**config.mk**
```make
export PLATFORM = sky130hd
export DESIGN_NAME = cache_bank
export DESIGN_NICKNAME = d
export VERILOG_FILES = /design/src/common/cache_pkg.sv /design/src/design/sync_fifo.sv /design/src/design/cache_init.sv /design/src/design/cache_miss_slot.sv /design/src/store/cache_tags.sv /design/src/store/cache_data.sv /design/src/design/cache_bank.sv
export SDC_FILE = /design/constraint.sdc
export NUM_CORES = 2
export LEC_CHECK = 0
export BUFFER_PORTS_ARGS = -buffer_cell sky130_fd_sc_hd__buf_4
export CAP_MARGIN = 5
export CORE_ASPECT_RATIO = 1.2
export CORE_UTILIZATION = 35
export CTS_BUF_LIST = sky130_fd_sc_hd__clkbuf_4
export DETAILED_ROUTE_END_ITERATION = 10
export HOLD_SLACK_MARGIN = 0.15
export PLACE_DENSITY_LB_ADDON = 0.25
export SLEW_MARGIN = 20
export SYNTH_ARGS = -nofsm -noshare
export SYNTH_HDL_FRONTEND = slang
export SYNTH_SLANG_ARGS = --single-unit
```
**constraint.sdc**
```tcl
create_clock -name clk -period 5.7 [get_ports clk]
set_clock_uncertainty 0.05 [all_clocks]
set_input_delay 0.855 -clock clk [delete_from_list [all_inputs] [get_ports clk]]
set_output_delay 0.855 -clock clk [all_outputs]
set_load 0.02 [all_outputs]
```
**src/common/cache_pkg.sv**
```systemverilog
// widths, sizes and shared types of the cache bank
// sizes must be powers of two; field widths are derived from them
`default_nettype none

package cache_pkg;

    localparam int word_bits       = 32;
    localparam int words_per_line  = 4;
    localparam int num_lines       = 16;
    localparam int addr_bits       = 12;
    localparam int line_index_bits = $clog2(num_lines);
    localparam int word_sel_bits   = $clog2(words_per_line);
    localparam int tag_bits        = addr_bits - line_index_bits - word_sel_bits;
    localparam int req_tag_bits    = 4;
    localparam int mreq_depth      = 4;
    localparam int crsp_depth      = 2;
    // items that can sit in stage 0 and stage 1 at once
    localparam int pipe_stages     = 2;

    typedef logic [word_bits-1:0]                 word_t;
    typedef word_t [words_per_line-1:0]           line_t;
    typedef logic [line_index_bits-1:0]           line_index_t;
    typedef logic [tag_bits-1:0]                  line_tag_t;
    typedef logic [word_sel_bits-1:0]             word_sel_t;
    typedef logic [word_bits/8-1:0]               byteen_t;
    typedef logic [words_per_line*word_bits/8-1:0] line_byteen_t;
    typedef logic [req_tag_bits-1:0]              req_tag_t;

    typedef struct packed {
        line_tag_t   tag;
        line_index_t index;
        word_sel_t   word_sel;
    } word_addr_t;

    typedef struct packed {
        line_tag_t   tag;
        line_index_t index;
    } line_addr_t;

    typedef struct packed {
        logic       rw;
        word_addr_t addr;
        byteen_t    byteen;
        word_t      data;
        req_tag_t   tag;
    } core_req_t;

    typedef struct packed {
        word_t    data;
        req_tag_t tag;
    } core_rsp_t;

    typedef struct packed {
        logic         rw;
        line_addr_t   addr;
        line_byteen_t byteen;
        line_t        data;
    } mem_req_t;

    typedef enum logic [1:0] {
        slot_idle,
        slot_reserved,
        slot_wait_fill,
        slot_replay
    } miss_state_t;

endpackage

`default_nettype wire

```
**src/design/sync_fifo.sv**
```systemverilog
// circular buffer with show-ahead output, data visible the cycle after push
// no overflow or underflow protection; callers check full and empty
`timescale 1ns/1ps
`default_nettype none

module sync_fifo #(
    parameter int width = 8,
    parameter int depth = 4
) (
    input  wire               clk,
    input  wire               rst_n,
    input  wire               push,
    input  wire               pop,
    input  wire [width-1:0]   data_in,
    output logic [width-1:0]  data_out,
    output logic              empty,
    output logic              free_ok,
    output logic              full
);

    localparam int ptr_bits   = (depth > 1) ? $clog2(depth) : 1;
    localparam int count_bits = $clog2(depth + 1);

    logic [width-1:0]      mem [depth];
    logic [ptr_bits-1:0]   rd_ptr;
    logic [ptr_bits-1:0]   wr_ptr;
    logic [count_bits-1:0] count;

    always_ff @(posedge clk or negedge rst_n) begin
        if (!rst_n) begin
            rd_ptr <= '0;
            wr_ptr <= '0;
            count  <= '0;
        end else begin
            if (push) begin
                wr_ptr <= (wr_ptr == ptr_bits'(depth - 1)) ? '0 : wr_ptr + 1'b1;
            end
            if (pop) begin
                rd_ptr <= (rd_ptr == ptr_bits'(depth - 1)) ? '0 : rd_ptr + 1'b1;
            end
            if (push && !pop) begin
                count <= count + 1'b1;
            end else if (pop && !push) begin
                count <= count - 1'b1;
            end
        end
    end

    always_ff @(posedge clk) begin
        if (push) mem[wr_ptr] <= data_in;
    end

    assign data_out = mem[rd_ptr];
    assign empty    = (count == '0);
    assign full     = (count == count_bits'(depth));
    // room left after this cycle's push for everything still in the stages
    assign free_ok  = (int'(count) + int'(push)) <= (depth - cache_pkg::pipe_stages);

endmodule

`default_nettype wire

```
**src/design/cache_init.sv**
```systemverilog
// walks every line index once after reset, one per cycle
// busy stays high for exactly num_lines cycles
`timescale 1ns/1ps
`default_nettype none

module cache_init (
    input  wire                     clk,
    input  wire                     rst_n,
    output logic                    busy,
    output cache_pkg::line_index_t  line
);

    always_ff @(posedge clk or negedge rst_n) begin
        if (!rst_n) begin
            busy <= 1'b1;
            line <= '0;
        end else if (busy) begin
            line <= line + 1'b1;
            // last index reached, sweep done
            if (line == cache_pkg::line_index_t'(cache_pkg::num_lines - 1)) begin
                busy <= 1'b0;
            end
        end
    end

endmodule

`default_nettype wire

```
**src/design/cache_miss_slot.sv**
```systemverilog
// single outstanding read miss; holds the parked request until replayed
// reserve is only legal from idle, release and allocate only from reserved
`timescale 1ns/1ps
`default_nettype none

module cache_miss_slot (
    input  wire                   clk,
    input  wire                   rst_n,
    input  wire                   reserve,
    input  wire                   release_slot,
    input  wire                   allocate,
    input  wire cache_pkg::core_req_t alloc_req,
    input  wire                   fill,
    input  wire                   replay_ready,
    output logic                  idle,
    output logic                  wait_fill,
    output logic                  replay_valid,
    output cache_pkg::core_req_t  replay_req
);

    cache_pkg::miss_state_t state;

    always_ff @(posedge clk or negedge rst_n) begin
        if (!rst_n) begin
            state <= cache_pkg::slot_idle;
        end else begin
            case (state)
                cache_pkg::slot_idle: begin
                    if (reserve) state <= cache_pkg::slot_reserved;
                end
                cache_pkg::slot_reserved: begin
                    // hit answers directly, miss waits for its line
                    if (release_slot) begin
                        state <= cache_pkg::slot_idle;
                    end else if (allocate) begin
                        state <= cache_pkg::slot_wait_fill;
                    end
                end
                cache_pkg::slot_wait_fill: begin
                    if (fill) state <= cache_pkg::slot_replay;
                end
                cache_pkg::slot_replay: begin
                    if (replay_ready) state <= cache_pkg::slot_idle;
                end
                default: state <= cache_pkg::slot_idle;
            endcase
        end
    end

    // parked read, also gives the line address of the fill
    always_ff @(posedge clk) begin
        if (allocate) replay_req <= alloc_req;
    end

    assign idle         = (state == cache_pkg::slot_idle);
    assign wait_fill    = (state == cache_pkg::slot_wait_fill);
    assign replay_valid = (state == cache_pkg::slot_replay);

endmodule

`default_nettype wire

```
**src/store/cache_tags.sv**
```systemverilog
// tag and valid bit per line, direct mapped
// lookup is combinational; init and fill take effect at the clock edge
`timescale 1ns/1ps
`default_nettype none

module cache_tags (
    input  wire                          clk,
    input  wire                          rst_n,
    input  wire                          init,
    input  wire cache_pkg::line_index_t  init_line,
    input  wire                          fill,
    input  wire cache_pkg::line_index_t  write_line,
    input  wire cache_pkg::line_tag_t    write_tag,
    input  wire cache_pkg::line_index_t  lookup_line,
    input  wire cache_pkg::line_tag_t    lookup_tag,
    output logic                         hit
);

    logic [cache_pkg::num_lines-1:0] valid;
    cache_pkg::line_tag_t            tag_mem [cache_pkg::num_lines];

    always_ff @(posedge clk or negedge rst_n) begin
        if (!rst_n) begin
            valid <= '0;
        end else if (init) begin
            valid[init_line] <= 1'b0;
        end else if (fill) begin
            valid[write_line] <= 1'b1;
        end
    end

    // tag only matters once valid is set
    always_ff @(posedge clk) begin
        if (fill && !init) tag_mem[write_line] <= write_tag;
    end

    assign hit = valid[lookup_line] && (tag_mem[lookup_line] == lookup_tag);

endmodule

`default_nettype wire

```
**src/store/cache_data.sv**
```systemverilog
// line storage; whole-line fill or byte-masked single-word write
// read_line is registered every cycle from the addressed line
`timescale 1ns/1ps
`default_nettype none

module cache_data (
    input  wire                          clk,
    input  wire                          fill,
    input  wire cache_pkg::line_t        fill_line,
    input  wire                          write,
    input  wire cache_pkg::word_sel_t    word_sel,
    input  wire cache_pkg::byteen_t      byteen,
    input  wire cache_pkg::word_t        write_word,
    input  wire cache_pkg::line_index_t  line,
    output cache_pkg::line_t             read_line
);

    cache_pkg::line_t data_mem [cache_pkg::num_lines];

    always_ff @(posedge clk) begin
        if (fill) begin
            data_mem[line] <= fill_line;
        end else if (write) begin
            // only the enabled byte lanes of the selected word
            for (int b = 0; b < cache_pkg::word_bits / 8; b++) begin
                if (byteen[b]) begin
                    data_mem[line][word_sel][b*8 +: 8] <= write_word[b*8 +: 8];
                end
            end
        end
    end

    // old contents on a same-cycle write
    always_ff @(posedge clk) begin
        read_line <= data_mem[line];
    end

endmodule

`default_nettype wire

```
**src/design/cache_bank.sv**
```systemverilog
// direct-mapped write-through cache bank, no write allocate, one read miss at a time
// stage 0 does lookup and array writes, stage 1 routes responses and memory requests
// core requests wait for the init sweep and for any read in flight
`timescale 1ns/1ps
`default_nettype none

module cache_bank (
    input  wire                       clk,
    input  wire                       rst_n,
    input  wire                       core_req_valid,
    input  wire cache_pkg::core_req_t core_req,
    output logic                      core_req_ready,
    output logic                      core_rsp_valid,
    output cache_pkg::core_rsp_t      core_rsp,
    input  wire                       core_rsp_ready,
    output logic                      mem_req_valid,
    output cache_pkg::mem_req_t       mem_req,
    input  wire                       mem_req_ready,
    input  wire                       mem_rsp_valid,
    input  wire cache_pkg::line_t     mem_rsp_data,
    output logic                      mem_rsp_ready
);

    logic                   init_busy;
    cache_pkg::line_index_t init_line;
    logic                   slot_idle;
    logic                   slot_wait_fill;
    logic                   replay_valid;
    logic                   replay_ready;
    cache_pkg::core_req_t   replay_req;
    logic                   stall;
    logic                   replay_fire;
    logic                   fill_fire;
    logic                   creq_fire;
    logic                   valid_sel;
    cache_pkg::core_req_t   req_sel;

    logic                   valid_st0;
    logic                   is_fill_st0;
    logic                   is_replay_st0;
    cache_pkg::core_req_t   req_st0;
    cache_pkg::line_t       fill_data_st0;
    logic                   hit_st0;
    logic                   do_fill_st0;
    logic                   do_write_st0;

    logic                   valid_st1;
    logic                   is_fill_st1;
    logic                   is_replay_st1;
    logic                   hit_st1;
    cache_pkg::core_req_t   req_st1;
    cache_pkg::line_t       read_line_st1;
    logic                   do_read_st1;
    logic                   do_write_st1;
    logic                   read_miss_st1;

    cache_pkg::core_rsp_t   crsp_in;
    logic                   crsp_push;
    logic                   crsp_pop;
    logic                   crsp_empty;
    logic                   crsp_full;
    cache_pkg::mem_req_t    mreq_in;
    logic                   mreq_push;
    logic                   mreq_pop;
    logic                   mreq_empty;
    logic                   mreq_free_ok;

    cache_init i_cache_init (
        .clk   (clk),
        .rst_n (rst_n),
        .busy  (init_busy),
        .line  (init_line)
    );

    // arbitration: init, then replay, then fill, then core
    assign replay_ready   = !init_busy && !stall;
    assign mem_rsp_ready  = slot_wait_fill && !stall;
    assign core_req_ready = !init_busy && slot_idle && !replay_valid && !mem_rsp_valid
                         && mreq_free_ok && !stall;

    assign replay_fire = replay_valid && replay_ready;
    assign fill_fire   = mem_rsp_valid && mem_rsp_ready;
    assign creq_fire   = core_req_valid && core_req_ready;
    assign valid_sel   = replay_fire || fill_fire || creq_fire;
    // a fill has no address of its own, it takes the parked read's
    assign req_sel     = creq_fire ? core_req : replay_req;

    always_ff @(posedge clk or negedge rst_n) begin
        if (!rst_n) begin
            valid_st0 <= 1'b0;
            valid_st1 <= 1'b0;
        end else if (!stall) begin
            valid_st0 <= valid_sel;
            valid_st1 <= valid_st0;
        end
    end

    always_ff @(posedge clk) begin
        if (!stall) begin
            is_fill_st0   <= fill_fire;
            is_replay_st0 <= replay_fire;
            req_st0       <= req_sel;
            fill_data_st0 <= mem_rsp_data;
            is_fill_st1   <= is_fill_st0;
            is_replay_st1 <= is_replay_st0;
            hit_st1       <= hit_st0;
            req_st1       <= req_st0;
        end
    end

    assign do_fill_st0  = valid_st0 && is_fill_st0;
    assign do_write_st0 = valid_st0 && !is_fill_st0 && req_st0.rw;

    cache_tags i_cache_tags (
        .clk         (clk),
        .rst_n       (rst_n),
        .init        (init_busy),
        .init_line   (init_line),
        .fill        (do_fill_st0 && !stall),
        .write_line  (req_st0.addr.index),
        .write_tag   (req_st0.addr.tag),
        .lookup_line (req_st0.addr.index),
        .lookup_tag  (req_st0.addr.tag),
        .hit         (hit_st0)
    );

    // while stalled, keep reloading the line that stage 1 is answering from
    cache_data i_cache_data (
        .clk        (clk),
        .fill       (do_fill_st0 && !stall),
        .fill_line  (fill_data_st0),
        .write      (do_write_st0 && hit_st0 && !stall),
        .word_sel   (req_st0.addr.word_sel),
        .byteen     (req_st0.byteen),
        .write_word (req_st0.data),
        .line       (stall ? req_st1.addr.index : req_st0.addr.index),
        .read_line  (read_line_st1)
    );

    assign do_read_st1   = valid_st1 && !is_fill_st1 && !req_st1.rw;
    assign do_write_st1  = valid_st1 && !is_fill_st1 && req_st1.rw;
    assign read_miss_st1 = do_read_st1 && !hit_st1 && !is_replay_st1;
    assign stall         = do_read_st1 && hit_st1 && crsp_full;

    cache_miss_slot i_cache_miss_slot (
        .clk          (clk),
        .rst_n        (rst_n),
        .reserve      (creq_fire && !core_req.rw),
        .release_slot (do_read_st1 && hit_st1 && !is_replay_st1 && !stall),
        .allocate     (read_miss_st1),
        .alloc_req    (req_st1),
        .fill         (fill_fire),
        .replay_ready (replay_ready),
        .idle         (slot_idle),
        .wait_fill    (slot_wait_fill),
        .replay_valid (replay_valid),
        .replay_req   (replay_req)
    );

    // read hit response
    assign crsp_push    = do_read_st1 && hit_st1 && !stall;
    assign crsp_pop     = core_rsp_valid && core_rsp_ready;
    assign crsp_in.data = read_line_st1[req_st1.addr.word_sel];
    assign crsp_in.tag  = req_st1.tag;

    sync_fifo #(
        .width ($bits(cache_pkg::core_rsp_t)),
        .depth (cache_pkg::crsp_depth)
    ) i_crsp_queue (
        .clk      (clk),
        .rst_n    (rst_n),
        .push     (crsp_push),
        .pop      (crsp_pop),
        .data_in  (crsp_in),
        .data_out (core_rsp),
        .empty    (crsp_empty),
        .free_ok  (),
        .full     (crsp_full)
    );

    assign core_rsp_valid = !crsp_empty;

    // fill request on a first read miss, write-through on every write
    assign mreq_push         = read_miss_st1 || do_write_st1;
    assign mreq_pop          = mem_req_valid && mem_req_ready;
    assign mreq_in.rw        = req_st1.rw;
    assign mreq_in.addr.tag  = req_st1.addr.tag;
    assign mreq_in.addr.index = req_st1.addr.index;
    assign mreq_in.data      = {cache_pkg::words_per_line{req_st1.data}};

    always_comb begin
        mreq_in.byteen = '1;
        if (req_st1.rw) begin
            mreq_in.byteen = '0;
            mreq_in.byteen[req_st1.addr.word_sel * (cache_pkg::word_bits / 8) +:
                           (cache_pkg::word_bits / 8)] = req_st1.byteen;
        end
    end

    sync_fifo #(
        .width ($bits(cache_pkg::mem_req_t)),
        .depth (cache_pkg::mreq_depth)
    ) i_mreq_queue (
        .clk      (clk),
        .rst_n    (rst_n),
        .push     (mreq_push),
        .pop      (mreq_pop),
        .data_in  (mreq_in),
        .data_out (mem_req),
        .empty    (mreq_empty),
        .free_ok  (mreq_free_ok),
        .full     ()
    );

    assign mem_req_valid = !mreq_empty;

endmodule

`default_nettype wire

```
==> results by stage <==
STA:
- The final setup violation count is 0.
- Based on the critical path, the design can be clocked at up to 0.192 GHz.
- Counting I/O delays and the setup requirement, the final critical path takes around 5.2 ns.
- Setup repair after global routing left no endpoint under its margin.
- Adding up every negative setup slack in the final design gives 0 ns.
- Dividing the final minimum period by the clock period gives 91.4%.
- The worst pin sits at a relative slew slack of roughly a quarter.
- The count of final hold-check violations is 0.
- At the pin with the least slew margin, the transition time is 1.13 ns.
- The count of final max-slew check failures was 0.

Yosys:
- The cell type with the largest total area after synthesis is sky130_fd_sc_hd__edfxtp_1.
- sky130_fd_sc_hd__edfxtp_1 is the most common cell in the netlist.
- In this run, synthesis produced a sequential element count of just under 3k.
- After synthesis, the cell types taking the most area are sky130_fd_sc_hd__edfxtp_1 (74%), sky130_fd_sc_hd__mux4_2 (7.3%), sky130_fd_sc_hd__nand2_1 (3.7%).
- After synthesis, flip-flops and latches occupy around 77% of the total area.
- During synthesis, Yosys emitted a total of 0 warnings.
- In this run the mean area of a mapped cell was 17.2 µm².
- In the synthesized netlist the dominant register cell turns out to be sky130_fd_sc_hd__edfxtp_1.
- The number of nets produced by synthesis is about 6.7k.
- The number of synthesized flops with an enable pin is 2,744.
- In the synthesized netlist, the cells that appear most often are sky130_fd_sc_hd__edfxtp_1 (2,744), sky130_fd_sc_hd__nand2_1 (1,089), sky130_fd_sc_hd__nand3_1 (522), sky130_fd_sc_hd__mux4_2 (363), sky130_fd_sc_hd__clkbuf_1 (284).
- The share of async-settable or async-resettable flops after synthesis is approximately 1.2%.
- The share of the synthesized area in the top cell type is 73.7%.
- Synthesis instantiated 61 different standard cells from the library.
- Synthesis handed over a netlist of 6,494 instances.
- The synthesized cell area is ~110,000 µm².

Drt:
- The final antenna-violating net count is 0.
- After detailed routing, the total wire length is 324 mm.
- The number of search-and-repair iterations in the first detailed-routing pass is 10.
- In the routed layout, each cell is associated on average with a via count of between 5 and 6.
- The first routing iteration left between 5k and 6k violations.
- After detailed routing, the number of remaining DRC violations is ~180.
- The via count of the routed design is 64.4k.
- After detailed routing, the average wire length per cell comes to 25.7 µm.

Status:
- The run finished, with violations left.
- The checks that failed: DRC.

Finish:
- The number of nets in the final layout is 7,968.
- The area growth from synthesis to final layout is 19.2%.
- After routing the design area is about 130,000 µm².
- The end-of-flow core utilization is a little over two fifths.
- The filler cells instantiated in the layout total about 29k.
- For this run, the number of standard cells in the final layout without fillers is roughly 13k.
- The share of final-layout standard cells stronger than drive strength 1 is between 20% and 30%.

CTS:
- The root buffer cell is sky130_fd_sc_hd__clkbuf_4.
- TritonCTS built the clock tree.
- Counting along the longest clock path gives a buffer depth of 4.
- The total CTS buffers is approximately 700.
- The number of clock sinks is around 2.9k.
- The number of H-tree branching levels is 6.
- For the worst-skew pair, the clock arrives at the later sink with an insertion delay of around 1.4 ns.
- The buffers inserted during post-CTS setup optimization is 0.
- After clock tree synthesis, the clock-pin slew on the worst setup and hold paths is about 0.070 ns.

Critical path:
- The data arrival time of the critical path is between 4 and 5 ns.
- The highest cell delay on the worst timing path is roughly 0.48 ns.
- The endpoint required time on the critical path is around 4.8 ns.
- The maximum fanout encountered on the critical timing path is approximately 120.
- The start-to-end type of the worst setup path is reg -> out.
- The cell at the slowest stage of the critical path is sky130_fd_sc_hd__and2_2.
- The cell that appears most often on the critical path is sky130_fd_sc_hd__buf_4.
- The worst setup path is launched from a flip-flop.
- STA classifies the critical path endpoint as a primary output.
- The critical path goes through nor4bb_1 > and2_2 > buf_4 > clkinv_8 > buf_4 > buf_12 > and3_1 > buf_4.

Pwr:
- Internal power comes to 37.6 mW.
- The cell leakage power is roughly 46 nW.
- The switching share of power is ~30%.
- The switching power is ~16 mW.
- Of the total power, combinational logic draws about a fifth.
- IR analysis of the VDD net gives a maximum drop of approximately 0.00022 V.
- The power density of the placed cells is approximately 400 nW/µm².
- In this run, flip-flops and latches consume between 40 and 50% of the power.
- The clock share of power is approximately a third.
- The total power after layout is 53.5 mW.

GRT:
- The via count of the first global-routing pass is ~65k.
- Entering global routing, the biggest net connects between 150 and 200 pins.
- The initial antenna violation count is 63.
- The first-pass GRT wire length is around 460 mm.
- The global-route usage over all layers is about 20%.
- The aggregate global routing overflow is 0.

Place:
- The final HPWL from detailed placement is 204 mm.
- The number of input and output port buffers inserted is 381.
- After detailed placement, the total cell area comes to 121,000 µm².
- The final weighted congestion in routability-driven placement is 0.815.
- The instance count after placement with tap cells included is 11.0k.

Floorplan:
- The initial standard-cell utilization of the core is 35.1%.
- The floorplan die area is between 300,000 and 400,000 µm².
- The chip width is between 500 and 600 µm.
- The floorplan step defined a core boundary enclosing between 300,000 and 400,000 µm².
- The die is a little over 600 µm tall.
- For this design the top-level I/O count stands at ~380.
- In this run the core area contains between 200 and 250 standard-cell rows.

Min path:
- In this run the worst hold path is classified as in -> reg.

Run:
- Max-cap violations in this run came to 0.
[kinds of logic after synthesis]
| kind of cell | Yosys count | synth area share (%) |
|---|---|---|
| muxes | 631 | 10.1 |
| DFF | 2912 | 76.8 |
| AOI/OAI and AO/OA | 551 | 2.92 |
| and+or+nand+nor | 1856 | 7.50 |
| adders and majority gates | 18 | 0.208 |
| buffers and inverters | 512 | 2.29 |
| xor gates and xnor gates | 14 | 0.116 |
[final timing paths]
path	endpoint	start	slack (ns)	cells past startpoint
setup / recovery	mem_rsp_ready	is_fill_st1	0.49	8
hold / removal	req_st0[25]	core_req[25]	0.30	3
setup reg to reg	i_cache_data.data_mem[0][18]	flip-flop	0.71	9
hold reg to reg	crsp_in[1]	req_st0[1]	0.38	0
max in group asynchronous	i_mreq_queue.rd_ptr[0]	rst_n	4.87	4
min in group asynchronous	i_mreq_queue.rd_ptr[1]	rst_n	0.51	4
[critical path, delay by kind of cell (launching register included)]
| family | cells | cell delay [ns] |
|---|---|---|
| DFF | 1 | 0.41 |
| and+or+nand+nor | 3 | 1.34 |
| buffers and inverters | 5 | 0.99 |
[power by group through the flow]
stage	Combinational (mW)	Clock (mW)	Sequential (mW)
5_1_grt	10.5	18.9	26.2
3_5_place_dp	9.80	0	26.6
4_1_cts	10.1	18.0	26.1
2_1_floorplan	6.52	0	25.5
6_report	9.94	17.5	26.1
3_3_place_gp	9.73	0	26.6
[timing repair]
| item | CTS | global route |
|---|---|---|
| hold buffers | 337 | 0 |
| resized for setup | 0 | 1 |
| endpoints found under the setup margin | 0 | 1 |
| hold endpoints to repair | 232 | 0 |
[layer usage]
| metal | wire length (µm) | up-vias | GRT usage [%] |
|---|---|---|---|
| met3 | 22500 | 547 | 4.15 |
| met4 | 10000 | 24 | 7.00 |
| li1 | - | 28200 | - |
| met2 | 156000 | 2529 | 32.1 |
| met5 | 171 | - | 0 |
| met1 | 136000 | 33200 | 26.3 |
[layout by cell type (no fill, tap or decap), types with 12 or more instances in the layout]
cell	count
sky130_fd_sc_hd__nand2_1	1087
sky130_fd_sc_hd__a22oi_1	129
sky130_fd_sc_hd__mux4_2	363
sky130_fd_sc_hd__bufinv_16	20
sky130_fd_sc_hd__mux2_2	199
sky130_fd_sc_hd__buf_4	704
sky130_fd_sc_hd__mux2_4	30
sky130_fd_sc_hd__ha_1	17
sky130_fd_sc_hd__dfrtp_1	32
sky130_fd_sc_hd__nand4_1	140
sky130_fd_sc_hd__clkinv_1	178
sky130_fd_sc_hd__a21oi_2	29
sky130_fd_sc_hd__mux2i_1	31
sky130_fd_sc_hd__a21o_1	12
sky130_fd_sc_hd__nor2_1	25
sky130_fd_sc_hd__dfxtp_1	132
sky130_fd_sc_hd__o21ai_0	136
sky130_fd_sc_hd__nand3_1	513
sky130_fd_sc_hd__clkbuf_4	1000
sky130_fd_sc_hd__clkinv_2	33
sky130_fd_sc_hd__a21oi_1	230
sky130_fd_sc_hd__diode_2	40
sky130_fd_sc_hd__dlygate4sd3_1	336
sky130_fd_sc_hd__edfxtp_1	2744
sky130_fd_sc_hd__buf_12	26
[layout make-up]
class	count	area, µm²	share of cell area [%]
Clock inverter	261	1640	1.23
Clock buffer	1000	7510	5.63
Inverter	12	58.8	0.0441
Sequential cell	2912	86000	64.5
Antenna cell	40	100	0.0751
Tap cell	4236	5300	3.98
Multi-Input combinational cell	3070	23600	17.7
Timing Repair Buffer	1068	9210	6.91
[metrics by stage]
stage	hold slack [ns]	setup WS (ns)
2_1_floorplan	0.350	0.745
3_3_place_gp	0.353	0.724
3_5_place_dp	0.362	0.720
4_1_cts	0.153	0.105
5_1_grt	0.199	0.247
6_report	0.304	0.492
[registers in the layout (all words and copies together) (netlist names), 3 cells and up, named ones only]
name,cells
crsp_in,4
req_st1,6
i_cache_tags.valid,16
i_cache_data.read_line,128
i_mreq_queue.count,3
mreq_in,43
i_cache_init.line,4
i_cache_data.data_mem,2048
i_crsp_queue.mem,72
i_mreq_queue.mem,236
i_cache_tags.tag_mem,96
fill_data_st0,128
req_st0,53
i_cache_miss_slot.replay_req,53
Note: power is estimated with default switching activity, not from simulation.
